===== config.mk =====
export PLATFORM = sky130hd
export DESIGN_NAME = beat_timer
export DESIGN_NICKNAME = d
export VERILOG_FILES = /design/src/logic/flow_pkg.sv /design/src/logic/beat_timer.sv
export VERILOG_INCLUDE_DIRS = /design/src /design/src/logic
export SDC_FILE = /design/constraint.sdc
export NUM_CORES = 1
export LEC_CHECK = 0
export BUFFER_PORTS_ARGS = -buffer_cell sky130_fd_sc_hd__buf_2
export CELL_PAD_IN_SITES_DETAIL_PLACEMENT = 1
export CELL_PAD_IN_SITES_GLOBAL_PLACEMENT = 1
export CORE_AREA = 10 10 47 49
export CTS_CLUSTER_DIAMETER = 80
export DETAILED_ROUTE_END_ITERATION = 12
export DIE_AREA = 0 0 57 59
export PLACE_DENSITY = 0.39
export RECOVER_POWER = 50
export SETUP_SLACK_MARGIN = 0.5
export SKIP_LAST_GASP = 1
export SLEW_MARGIN = 20
export SYNTH_ARGS = -nofsm -noshare
export SYNTH_HDL_FRONTEND = slang
export SYNTH_SLANG_ARGS = --single-unit

===== constraint.sdc =====
create_clock -name clk -period 3.3 [get_ports clk]
set_input_delay 0.33 -clock clk [delete_from_list [all_inputs] [get_ports clk]]
set_output_delay 0.33 -clock clk [all_outputs]
set_load 0.005 [all_outputs]

===== src/logic/flow_params.svh =====
`ifndef FLOW_PARAMS_SVH
`define FLOW_PARAMS_SVH

// ---------------------------------------------------------------------------
// Stream aggregator sizing
// ---------------------------------------------------------------------------

// Number of input flows
`define FLOW_NUM_FLOWS 4

// Payload width in bits
`define FLOW_DATA_WIDTH 16

// Entries in each input FIFO
`define FLOW_IN_DEPTH 4

// Entries in the output FIFO
`define FLOW_OUT_DEPTH 2

// Most beats a single grant may move
`define FLOW_BURST_QUANTUM 4

`endif


===== src/logic/flow_pkg.sv =====
`include "flow_params.svh"

package flow_pkg;

  // ---------------------------------------------------------------------------
  // Payload and tag types
  // ---------------------------------------------------------------------------

  // One payload word of an input flow
  typedef logic [`FLOW_DATA_WIDTH-1:0] flow_beat_t;

  // Index of an input flow
  typedef logic [$clog2(`FLOW_NUM_FLOWS)-1:0] flow_src_t;

  // Beat after the mux, tagged with the flow it came from
  // Source sits in the upper bits
  typedef struct packed {
    flow_src_t  src;
    flow_beat_t data;
  } flow_tagged_t;

  // Beat count within one grant
  // Wide enough to hold the full quantum when saturated
  typedef logic [$clog2(`FLOW_BURST_QUANTUM + 1)-1:0] flow_beat_cnt_t;

endpackage


===== src/logic/beat_timer.sv =====
`timescale 1ns/1ps

`include "flow_params.svh"

module beat_timer import flow_pkg::*; (
  input  logic clk,
  input  logic reset,
  // Start of a new grant
  input  logic clear,
  // One transfer on the mux output
  input  logic beat,
  output logic quantum_reached
);

  localparam flow_beat_cnt_t quantum      = flow_beat_cnt_t'(`FLOW_BURST_QUANTUM);
  localparam flow_beat_cnt_t quantum_last = flow_beat_cnt_t'(`FLOW_BURST_QUANTUM - 1);

  // Transfers since the last clear
  flow_beat_cnt_t count;

  always_ff @(posedge clk) begin
    if (reset) begin
      count <= '0;
    end else if (clear) begin
      count <= '0;
    end else if (beat && (count != quantum)) begin
      // Saturates at the quantum
      count <= count + 1'b1;
    end
  end

  // High during the last allowed beat
  // The transfer that sees this flag is the one that ends the grant
  assign quantum_reached = (count == quantum_last);

endmodule


==> impl_metrics.py <==
metrics = {
    "timing": {
        "tns_ns": 0,
        "fin_ws_ns": 1.92,
        "setup_violations": 0,
        "finalCritPeriodShare": 0.419,
        "rsz0062_at_grt": "false",
        "worst_hold_slack_ns": 0.295,
        "relSlewSlack": 0.740,
        "fmax_mhz": 723,
        "drv_slew": 0,
        "worst_slew_pin_slew_ns": 0.387,
        "finalHoldViolCount": 0,
        "clock_skew_ns": 0.00118,
        "fin_crit_ns": 1.38,
    },
    "clocking": {
        "worstSkewPairLatency_ns": 0.23,
        "cts.sinks": 3,
        "clockBufferDepth": 2,
        "cts_tree": "built",
        "post-cts-setup-buffers": 0,
        "clkTransAtPathRegs_ns": 0.04,
        "htreeDepth": 1,
        "cts_buffers": 3,
        "cts_root_buf": "clkbuf_4",
        "ctsHoldBuffers": 0,
        "cts_resized": 0,
    },
    "flow_run": {
        "maxCapViolCount": 0,
    },
    "critical_path": {
        "startpoint_type": "register",
        "slowest_delay_ns": 0.36,
        "required_ns": 3.42,
        "worstSetupPathType": "reg -> reg",
        "crit_family": "flip-flops",
        "slowest_stage": "dfxtp_1",
        "worstPathArrival_ns": 1.50,
        "crit_path_end_kind": "register",
        "cp_max_fo": 3,
        "cp_num_buf_inv": 1,
        "cp_cell_sequence": "inv_1 > ha_1 > a21boi_0 > mux2i_1 > nor3_1",
    },
    "floorplan": {
        "rows": 14,
        "ios": 5,
        "die-area_sq_mm": 0.00336,
        "fp.dieH_microns": 59,
        "core-area_sq_mm": 0.00140,
        "floorplan.initialDensity": 0.129,
        "die_w_microns": 57,
    },
    "grt": {
        "grt_pass1_wl_microns": 752,
        "grt_max_degree": 4,
        "grt_overflow": 0,
        "grt_pass1_vias": 208,
        "antenna_found_initial": 0,
        "grtUsageTotal": 0.0306,
    },
    "layout": {
        "reg_top3": "count: 3 flops",
        "final_common_cell": "buf_2",
        "n_antenna_cell": 0,
        "num-nets-final": 34,
        "drive_above_1_share": 0.269,
        "area_growth_pct": 30.6,
        "largest_register_ffs": 3,
        "regMostFlops": "count",
    },
    "logic_synthesis": {
        "yosys.area.top_type_share": 0.333,
        "yosys_register_bits": 3,
        "yosysWarningCount": 0,
        "yosys.area.top_type": "dfxtp_1",
        "synthTopCellsByArea": "dfxtp_1 (33%), ha_1 (21%), a21boi_4 (10%)",
        "ys_types": 10,
        "ys_seq_area_frac": 0.333,
        "synthCells": 18,
        "avgSynthCellArea_sq_um": 10.0,
        "synthesis.nets": 25,
        "synth_area_sq_um": 180,
    },
    "worst_hold_path": {
        "hold_class": "in -> reg",
    },
    "placement": {
        "io_buffer_count": 4,
        "dp_worst_setup_slack_ns": 2.06,
        "dp_hpwl_microns": 357,
        "gp_congestion": 0.636,
    },
    "routing": {
        "ant_nets": 0,
        "first_iter_violations": 3,
        "post_drt_wl_per_cell_microns": 9.79,
        "vias": 151,
        "wl_microns": 411,
        "drtPass1Iterations": 2,
        "vias_per_cell": 3.60,
        "drc": 0,
    },
    "pwr": {
        "p_per_area_mw_per_mm2": 469,
        "ir_worst_vdd_v": 0.000122,
        "cellLeakagePower_nw": 0.0994,
    },
    "status": {
        "status": "completed",
    },
}
[stage by stage]
step	instances	utilization	cell area [sq um]	total power, mW
after floorplan	18	-	180	0.0447
after global placement	38	0.157	220	0.0481
after detailed placement	38	0.157	220	0.0486
after CTS	42	0.176	246	0.117
after global routing	42	0.168	235	0.116
final	42	0.168	235	0.110
[cell usage after synthesis]
library cell and count:
or2b_1 1, nor2b_1 1, inv_1 3, ha_1 3
dfxtp_1 3, nor3_1 3, a21oi_1 1, xnor2_1 1
mux2i_1 1, a21boi_4 1
[per-layer routing]
metal / global-route usage / vias to the layer above / part of all wire
met5: 0 / - / 0
met4: 0.0403 / 0 / 0
met3: 0.0172 / 0 / 0.10
met2: 0.0450 / 5 / 0.51
met1: 0.0260 / 70 / 0.38
li1: - / 76 / -
[cells by family (layout without fill, tap and decap cells)]
logic type	Yosys count	after routing	share of synthesized area
buffers and inverters	3	11	0.0625
multiplexers	1	1	0.0556
adder cells (fa/ha/maj)	3	3	0.208
AO/OA/AOI/OAI	2	2	0.132
flip-flops	3	3	0.333
AND/OR/NAND/NOR	5	5	0.160
XOR/XNOR	1	1	0.0486
[where the power goes]
part	internal [mW]	total [mW]	switching [mW]
Clock	0.0453	0.0641	0.0188
Combinational	0.00426	0.00804	0.00379
Sequential	0.0374	0.0382	0.000837
[final timing paths]
path / start / to / slack, ns / cells after the start
min reg2reg: count[1] / count[1] / 0.56 / 2
min: reset / count[1] / 0.30 / 2
max: count[0] / count[1] / 1.92 / 5
max reg2reg: count[0] / count[1] / 1.92 / 5
[final cells by class]
cell class	instances	area, sq um
Sequential cell	3	60.1
Timing Repair Buffer	4	20.0
Multi-Input combinational cell	12	97.6
Inverter	3	11.3
Tap cell	16	20.0
Clock buffer	4	26.3
Fill cell	184	1170
(Power assumes the default switching activity.)
