**src/logic/flow_params.svh**
```systemverilog
`ifndef FLOW_PARAMS_SVH
`define FLOW_PARAMS_SVH

// ---------------------------------------------------------------------------
// Stream aggregator sizing
// ---------------------------------------------------------------------------

// Number of input flows
`define FLOW_NUM_FLOWS 4

// Payload width in bits
`define FLOW_DATA_WIDTH 16

// Entries in each input FIFO
`define FLOW_IN_DEPTH 4

// Entries in the output FIFO
`define FLOW_OUT_DEPTH 2

// Most beats a single grant may move
`define FLOW_BURST_QUANTUM 4

`endif

```
**src/logic/flow_pkg.sv**
```systemverilog
`include "flow_params.svh"

package flow_pkg;

  // ---------------------------------------------------------------------------
  // Payload and tag types
  // ---------------------------------------------------------------------------

  // One payload word of an input flow
  typedef logic [`FLOW_DATA_WIDTH-1:0] flow_beat_t;

  // Index of an input flow
  typedef logic [$clog2(`FLOW_NUM_FLOWS)-1:0] flow_src_t;

  // Beat after the mux, tagged with the flow it came from
  // Source sits in the upper bits
  typedef struct packed {
    flow_src_t  src;
    flow_beat_t data;
  } flow_tagged_t;

  // Beat count within one grant
  // Wide enough to hold the full quantum when saturated
  typedef logic [$clog2(`FLOW_BURST_QUANTUM + 1)-1:0] flow_beat_cnt_t;

endpackage

```
**src/logic/flow_if.sv**
```systemverilog
`timescale 1ns/1ps

// Ready-valid link for tagged beats between the mux and the output FIFO
interface flow_if import flow_pkg::*; ();

  // Beat is offered when high
  logic         valid;

  // Receiver can take the beat when high
  logic         ready;

  // Payload plus source tag
  flow_tagged_t beat;

  // Mux side
  // Valid and beat must hold until the beat moves
  modport source (
    output valid,
    output beat,
    input  ready
  );

  // Output FIFO side
  modport sink (
    input  valid,
    input  beat,
    output ready
  );

endinterface

```
**src/logic/flow_mux_select.sv**
```systemverilog
`timescale 1ns/1ps

`include "flow_params.svh"

module flow_mux_select import flow_pkg::*; (
  // Flow chosen by the grant FSM
  input  flow_src_t                         select,

  // Pop sides of the input FIFOs
  input  logic [`FLOW_NUM_FLOWS-1:0]        req_valid,
  output logic [`FLOW_NUM_FLOWS-1:0]        req_ready,
  input  flow_beat_t [`FLOW_NUM_FLOWS-1:0]  req_data,

  // Low outside a grant
  input  logic                              grant_valid,

  // Tagged beat toward the output FIFO
  flow_if.source                            out
);

  // ---------------------------------------------------------------------------
  // Steering, zero cycles
  // ---------------------------------------------------------------------------

  always_comb begin
    // Defaults: nothing offered, nothing accepted
    req_ready     = '0;
    out.valid     = 1'b0;

    // Data and tag follow select even without a grant
    // Harmless, since valid is low then
    out.beat.src  = select;
    out.beat.data = req_data[select];

    if (grant_valid) begin
      out.valid         = req_valid[select];
      // Ready only reaches the selected flow
      req_ready[select] = out.ready;
    end
  end

endmodule

```
**src/flat_wrapper.sv**
```systemverilog
// flat-port wrapper written by rule: the top's interface ports become plain ports
module flow_mux_select_flat import flow_pkg::*;
  (select, req_valid, req_ready, req_data, grant_valid, out_valid, out_beat, out_ready);
  flow_if out_i ();
  input  flow_src_t select;
  input  logic [`FLOW_NUM_FLOWS-1:0] req_valid;
  output logic [`FLOW_NUM_FLOWS-1:0] req_ready;
  input  flow_beat_t [`FLOW_NUM_FLOWS-1:0] req_data;
  input  logic grant_valid;
  output wire logic [$bits(out_i.valid)-1:0] out_valid;
  output wire logic [$bits(out_i.beat)-1:0] out_beat;
  input wire logic [$bits(out_i.ready)-1:0] out_ready;
  assign out_valid = out_i.valid;
  assign out_beat = out_i.beat;
  assign out_i.ready = out_ready;
  flow_mux_select u_core (.select(select), .req_valid(req_valid), .req_ready(req_ready), .req_data(req_data), .grant_valid(grant_valid), .out(out_i));
endmodule
```
**config.mk**
```make
export PLATFORM = sky130hd
export DESIGN_NAME = flow_mux_select_flat
export DESIGN_NICKNAME = d
export VERILOG_FILES = /design/src/logic/flow_pkg.sv /design/src/logic/flow_if.sv /design/src/logic/flow_mux_select.sv /design/src/flat_wrapper.sv
export VERILOG_INCLUDE_DIRS = /design/src /design/src/logic
export SDC_FILE = /design/constraint.sdc
export NUM_CORES = 1
export LEC_CHECK = 0
export BUFFER_PORTS_ARGS = -buffer_cell sky130_fd_sc_hd__buf_4
export CORE_MARGIN = 3
export CORE_UTILIZATION = 26
export DETAILED_ROUTE_END_ITERATION = 6
export GPL_TIMING_DRIVEN = 0
export PLACE_DENSITY = 0.82
export SLEW_MARGIN = 20
export SYNTH_ARGS = -nofsm -noshare
export SYNTH_HDL_FRONTEND = slang
export SYNTH_SLANG_ARGS = --single-unit
```
**constraint.sdc**
```tcl
create_clock -name vclk -period 1.95
set_input_delay 0.4875 -clock vclk [all_inputs]
set_output_delay 0.4875 -clock vclk [all_outputs]
set_load 0.01 [all_outputs]
```
==> run summary <==
outcome = complete, no violations
endpoints failing hold = 0
Static Leak = 0.6068 nW
largest area contributor in the netlist = mux4_2
Final nets = 198
via count = 712
Hold WC Path Type = primary input to output port
synthesized area per cell = 14.81 µm²
Seq cells = 0
Ys Warns = 0
Placer Congestion = 0.7280
syn_nets = 103
top-count cell post-synth = mux4_2
setup TNS = 0 ns
Yosys top cell area share = 83.38%
height of the die = 48.03 µm
initial antenna violation count = 0
Post-Route WL = 2382 µm
number of diodes = 0
port bufs = 93
pin count of the biggest net entering global routing = 11
Arrival @ worst endpoint = 1.40 ns
initial cell density of the core = 29.13%
Die W = 48.03 µm
# DRC = 0
worst-path maximum fanout = 10
Pins Over Slew Limit = 0
first-pass GRT wire length = 3229 µm
final core occ = 75.48%
layout cell share with drive strength beyond 1 = 93.55%
Cell Area, Synth = 459.2 µm²
Max Fclk = 530.2 MHz
Boundary Pins = 95
Critical Path RT = 1.46 ns
Max-cap violations = 0
post-CTS setup buffers = 0
vias in the first global route = 624
final worst-path cycle share = 96.72%
DRT antenna net count = 0
RSZ-0062 raised after global routing = false
hold path depth = 2
Worst setup EP type = output port
post-synthesis sequential area ratio = 0%
FILL cells = 121
grt ovf = 0
Rel. slew slack = 85.17%
CTS resizes = 0
routed length per placed instance = 17.01 µm
Setup Viol. Count Final = 0
GRT Overall Usage = 19.39%
synth top area cells = mux4_2 83%, buf_4 3.3%, buf_6 2.5%
# clk buffers = 0
Layout area overhead = 159.1%
Reg area = 0 µm²
Worst Tran Pin Value = 0.2224 ns
core area = 0.001577 mm²
Peak VDD IR = 0.1244 mV
Final HPWL DP = 2193 µm
Final min period = 1.886 ns
Worst Setup Path Type = primary input to output port
Syn Inst Count = 31
Site Rows = 14
Worst Min Path Start = select[0]
crit start category = primary input
Detailed Routing Iterations Pass 1 = 4
power per cell area = 238.3 mW/mm²
DR iter-0 viols = 12
Min Hold Slack = 1.161 ns
CTS Hold Bufs = 0
WHS Endpoint = out_beat[16]
vias per inst = 5.086
count of different cell masters after synthesis = 11
top cells by count, synth = 17 x mux4_2, 2 x buf_2, 2 x buf_4, 2 x nor2_1, 2 x nor3_1
Die ar. = 0.002306 mm²
[cells in the final DEF (no fill, tap or decap)]
| master | n |
|---|---|
| nor3_1 | 2 |
| buf_4 | 95 |
| nand2_1 | 1 |
| buf_12 | 1 |
| clkbuf_4 | 1 |
| buf_2 | 1 |
| mux4_2 | 17 |
| nor2_1 | 2 |
| inv_1 | 1 |
| clkbuf_2 | 1 |
| and2_1 | 1 |
| nand3_1 | 1 |
[metrics by stage]
step	total power, W	cells	setup WS (ns)	instance area (µm²)
final	0.0002836	140	0.06399	1190
after global routing	0.0003068	140	0.01267	1190
after CTS	0.0002845	140	0.001516	1177
after detailed placement	0.0002844	140	0.001922	1177
after global placement	0.0002802	140	0.008921	1177
after floorplan	0.0001112	31	0.1474	459.2
[layout make-up]
cell class | count | area (µm²) | area share, %
Inverter | 1 | 3.754 | 0.3155
Multi-Input combinational cell | 24 | 415.4 | 34.91
Tap cell | 16 | 20.02 | 1.682
Timing Repair Buffer | 93 | 698.2 | 58.68
Buffer | 6 | 52.55 | 4.416
[critical path, cell delays in order]
cell and delay [ns]:
buf_12 0.12, mux4_2 0.49, and2_1 0.16, buf_4 0.14
[worst max path at each step]
stage / to / start / slack (ns)
floorplan: out_valid / select[0] / 0.15
global placement: out_valid / select[0] / 0.009
detailed placement: out_valid / select[0] / 0.002
CTS: out_valid / select[0] / 0.002
global route: out_valid / select[0] / 0.01
finish: out_valid / select[0] / 0.06
[cells by family (layout without fill, tap and decap cells)]
kind of cell / count (synthesis) / in the layout / synth area share [%]
buffers and inverters: 7 / 100 / 9.534
multiplexers: 17 / 17 / 83.38
AND/OR/NAND/NOR: 7 / 7 / 7.084
[where the power goes]
| part | internal [W] | total (W) | switching, W |
|---|---|---|---|
| clock | 0 | 0 | 0 |
| sequential | 0 | 0 | 0 |
| combinational | 0.000200 | 0.000284 | 0.0000838 |
[per-layer routing]
layer | track usage, % | vias to the layer above | wire (µm)
met3 | 1.880 | 4 | 272
li1 | - | 329 | -
met5 | 0 | - | 0
met1 | 21.87 | 329 | 748
met4 | 2.151 | 0 | 45
met2 | 39.31 | 50 | 1316
No activity file was read; power rests on OpenSTA's default activity.
