===== config.mk =====
export PLATFORM = sky130hd
export DESIGN_NAME = flow_fifo
export DESIGN_NICKNAME = d
export VERILOG_FILES = /design/src/logic/flow_pkg.sv /design/src/logic/flow_fifo.sv
export VERILOG_INCLUDE_DIRS = /design/src /design/src/logic
export SDC_FILE = /design/constraint.sdc
export NUM_CORES = 1
export LEC_CHECK = 0
export ABC_AREA = 1
export ABC_CLOCK_PERIOD_IN_PS = 5300
export BUFFER_PORTS_ARGS = -buffer_cell sky130_fd_sc_hd__buf_4
export CAP_MARGIN = 20
export CORE_ASPECT_RATIO = 0.9
export CORE_UTILIZATION = 55
export DETAILED_ROUTE_END_ITERATION = 12
export PLACE_DENSITY_LB_ADDON = 0.3
export SKIP_CTS_REPAIR_TIMING = 1
export SYNTH_ARGS = -nofsm -noshare
export SYNTH_HDL_FRONTEND = slang
export SYNTH_SLANG_ARGS = --single-unit

===== constraint.sdc =====
create_clock -name clk -period 5.3 [get_ports clk]
set_clock_uncertainty 0.15 [all_clocks]
set_input_delay 1.59 -clock clk [delete_from_list [all_inputs] [get_ports clk]]
set_output_delay 1.59 -clock clk [all_outputs]
set_load 0.005 [all_outputs]

===== src/logic/flow_params.svh =====
`ifndef FLOW_PARAMS_SVH
`define FLOW_PARAMS_SVH

// ---------------------------------------------------------------------------
// Stream aggregator sizing
// ---------------------------------------------------------------------------

// Number of input flows
`define FLOW_NUM_FLOWS 4

// Payload width in bits
`define FLOW_DATA_WIDTH 16

// Entries in each input FIFO
`define FLOW_IN_DEPTH 4

// Entries in the output FIFO
`define FLOW_OUT_DEPTH 2

// Most beats a single grant may move
`define FLOW_BURST_QUANTUM 4

`endif


===== src/logic/flow_pkg.sv =====
`include "flow_params.svh"

package flow_pkg;

  // ---------------------------------------------------------------------------
  // Payload and tag types
  // ---------------------------------------------------------------------------

  // One payload word of an input flow
  typedef logic [`FLOW_DATA_WIDTH-1:0] flow_beat_t;

  // Index of an input flow
  typedef logic [$clog2(`FLOW_NUM_FLOWS)-1:0] flow_src_t;

  // Beat after the mux, tagged with the flow it came from
  // Source sits in the upper bits
  typedef struct packed {
    flow_src_t  src;
    flow_beat_t data;
  } flow_tagged_t;

  // Beat count within one grant
  // Wide enough to hold the full quantum when saturated
  typedef logic [$clog2(`FLOW_BURST_QUANTUM + 1)-1:0] flow_beat_cnt_t;

endpackage


===== src/logic/flow_fifo.sv =====
`timescale 1ns/1ps

module flow_fifo import flow_pkg::*; #(
  parameter type payload_t = flow_beat_t,
  parameter int  DEPTH     = 2
) (
  input  logic     clk,
  input  logic     reset,

  input  logic     push_valid,
  output logic     push_ready,
  input  payload_t push_data,

  output logic     pop_valid,
  input  logic     pop_ready,
  output payload_t pop_data
);

  localparam int ptr_width   = (DEPTH > 1) ? $clog2(DEPTH) : 1;
  localparam int count_width = $clog2(DEPTH + 1);

  localparam logic [ptr_width-1:0]   last_ptr   = ptr_width'(DEPTH - 1);
  localparam logic [count_width-1:0] full_count = count_width'(DEPTH);

  // Storage, written only on an accepted push
  payload_t mem [DEPTH];

  logic [ptr_width-1:0]   wr_ptr;
  logic [ptr_width-1:0]   rd_ptr;
  logic [count_width-1:0] count;

  logic push_fire;
  logic pop_fire;

  // ---------------------------------------------------------------------------
  // Handshake
  // ---------------------------------------------------------------------------

  // Full blocks a push even if a pop happens in the same cycle
  assign push_ready = (count != full_count);
  assign pop_valid  = (count != '0);

  assign push_fire = push_valid & push_ready;
  assign pop_fire  = pop_valid & pop_ready;

  // Head entry comes straight from storage
  // A beat pushed this cycle is visible only after the edge
  assign pop_data = mem[rd_ptr];

  // ---------------------------------------------------------------------------
  // Storage and pointers
  // ---------------------------------------------------------------------------

  always_ff @(posedge clk) begin
    if (push_fire) begin
      mem[wr_ptr] <= push_data;
    end
  end

  always_ff @(posedge clk) begin
    if (reset) begin
      wr_ptr <= '0;
      rd_ptr <= '0;
      count  <= '0;
    end else begin
      // Pointers wrap at DEPTH, which need not be a power of two
      if (push_fire) begin
        wr_ptr <= (wr_ptr == last_ptr) ? '0 : wr_ptr + 1'b1;
      end
      if (pop_fire) begin
        rd_ptr <= (rd_ptr == last_ptr) ? '0 : rd_ptr + 1'b1;
      end
      // Simultaneous push and pop leave the count alone
      if (push_fire && !pop_fire) begin
        count <= count + 1'b1;
      end else if (pop_fire && !push_fire) begin
        count <= count - 1'b1;
      end
    end
  end

endmodule


==> results.yml <==
outcome:
  status: "completed"
routing:
  drc: 0
  vias: 817
  wl_per_cell_um: 13.2
  drt-initial-drc-count: 32
  antenna_left: 0
  first_pass_iters: 3
  vias_per_cell: 5.11
  wirelength_mm: 2.11
clock_network:
  clk_latency_ns: 0.35
  numCtsBuffers: 5
  root_buffer: "clkbuf_4"
  cts_sinks: 37
  path_clk_slew_ns: 0.12
  cts_tree: "yes"
  cts_max_level: 2
  clk_path_buf_depth: 2
yosys:
  ys_types: 14
  seq_area_frac_synth_pct: 73.2
  synth_largest_area_cell: "edfxtp_1"
  synth_area_leaders: "edfxtp_1 66%, mux2_4 10%, dfxtp_1 6.9%"
  synthCells: 87
  synthesis.nets: 108
  syn_area_sq_um: 1450
  yosys.area.top_type_share_pct: 66.3
  synth_warnings: 0
  synth-seq-cells: 37
  syn_avg_cell_area_sq_um: 16.7
place:
  hpwl_mm: 1.47
  portBuffers: 37
  gp_congestion: 0.587
  dp_worst_setup_slack_ns: 2.09
floorplanning:
  row_count: 17
  core_area_sq_um: 2470
  initial_utilization_pct: 58.7
  die_area_sq_um: 2840
  io_pins: 38
  die_w_um: 56.1
  die_h_um: 50.7
worst_setup_path:
  worstPathRequired_ns: 3.56
  r2r_cells: 5
  r2r_slack_ns: 3.40
  r2r-start: "count[0]"
  reg2reg_to: "mem[1][8]"
  cp-end-kind: "output pin"
  start_kind: "flop"
  cp_max_fo: 16
  criticalPathCategory: "flop to output pin"
  crit_arrival_ns: 1.81
power_and_ir_drop:
  power-per-cell-area_nw_per_um2: 445
  ir_drop_mv: 0.362
  power.total_mw: 0.814
  p_leak_nw: 0.753
global_routing:
  grt_pass1_wl_mm: 3.33
  antenna_found_initial: 0
  grtUsageTotal_pct: 16.9
  grt_overflow: 0
  grt_pass1_vias: 728
  grt_start_max_net_pins: 17
sta:
  fin_crit_ns: 3.55
  slew_viol_final: 0
  period_share_pct: 66.9
  slew_headroom_pct: 41.9
  hold_viol: 0
  clock.fmax_ghz: 0.282
  fin_setup_tns_ns: 0
  rsz0062_at_grt: "false"
  finalSetupViolations: 0
  setup_slack_ns: 1.75
  tightestPinTransition_ns: 0.871
layout:
  area_growth_pct: 26.3
  final_common_cell: "buf_4"
  layout_common_cells: "39 x buf_4, 32 x edfxtp_1, 10 x mux2_4, 9 x nand2_1, 8 x inv_1"
  fin_util_pct: 74.1
  drive_above_1_share_pct: 47.7
  num_antenna_cells: 0
  final_net_count: 152
min_path:
  hp-start: "rd_ptr"
  min_path_type: "flop to flop"
  hold-path-cell-count: 2
run:
  drv_cap: 0
kinds of logic after synthesis:
kind of cell / share of synthesized area (%)
mux: 15.0
compound gates: 1.38
fa+ha+maj: 0.863
simple gates: 5.27
flops: 73.2
buf+inv: 4.23
final cells by class:
cell class | instances | area, sq um
tap | 28 | 35.0
fill | 173 | 638
multi-input combinational | 40 | 327
sequential | 37 | 1060
clock inverter | 3 | 46.3
inverter | 8 | 30.0
timing repair buffer | 39 | 293
clock buffer | 5 | 37.5
layer usage:
metal	global-route usage, %	vias to the layer above	part of all wire, %
met2	25.8	28	51
met3	7.22	5	6.9
met5	0	-	0
met1	19.1	383	40
li1	-	401	-
met4	12.2	0	2.2
stage by stage:
step / std cells / hold slack, ns / instance area, sq um
2_1_floorplan: 87 / 0.315 / 1450
3_3_place_gp: 152 / 0.331 / 1750
3_5_place_dp: 152 / 0.353 / 1750
4_1_cts: 160 / 0.389 / 1830
5_1_grt: 160 / 0.409 / 1830
6_report: 160 / 0.387 / 1830
worst max-delay path: stages (launching register included):
cell,delay [ns]
dfxtp_1,0.91
mux2_2,0.42
buf_4,0.14
Yosys cell counts:
library cell and number:
dfxtp_1 5, nand3_1 2, inv_1 8, a21oi_1 2, o21ai_0 2, ha_1 1, buf_12 1, edfxtp_1 32
mux2_2 6, nor2_1 7, nand4_1 1, buf_6 1, nand2_1 9, mux2_4 10
worst max-delay path by stage:
stage / slack (ns) / endpoint / depth (start not counted)
finish: 1.75 / pop_data[4] / 2
floorplan: 2.39 / mem[1][0] / 2
CTS: 1.69 / pop_data[4] / 2
global placement: 2.13 / pop_data[2] / 2
global route: 1.61 / pop_data[2] / 2
detailed placement: 2.09 / pop_data[4] / 2
where the power goes:
group | switching [mW] | internal [mW] | total (mW)
clock network | 0.0942 | 0.0998 | 0.194
logic | 0.0908 | 0.130 | 0.221
registers | 0.0290 | 0.369 | 0.398
state kept, by name, summed over array words and instances (netlist names), named ones only:
register	count
rd_ptr	1
wr_ptr	1
count	2
mem	32
Power figures use the tool's default switching activity.
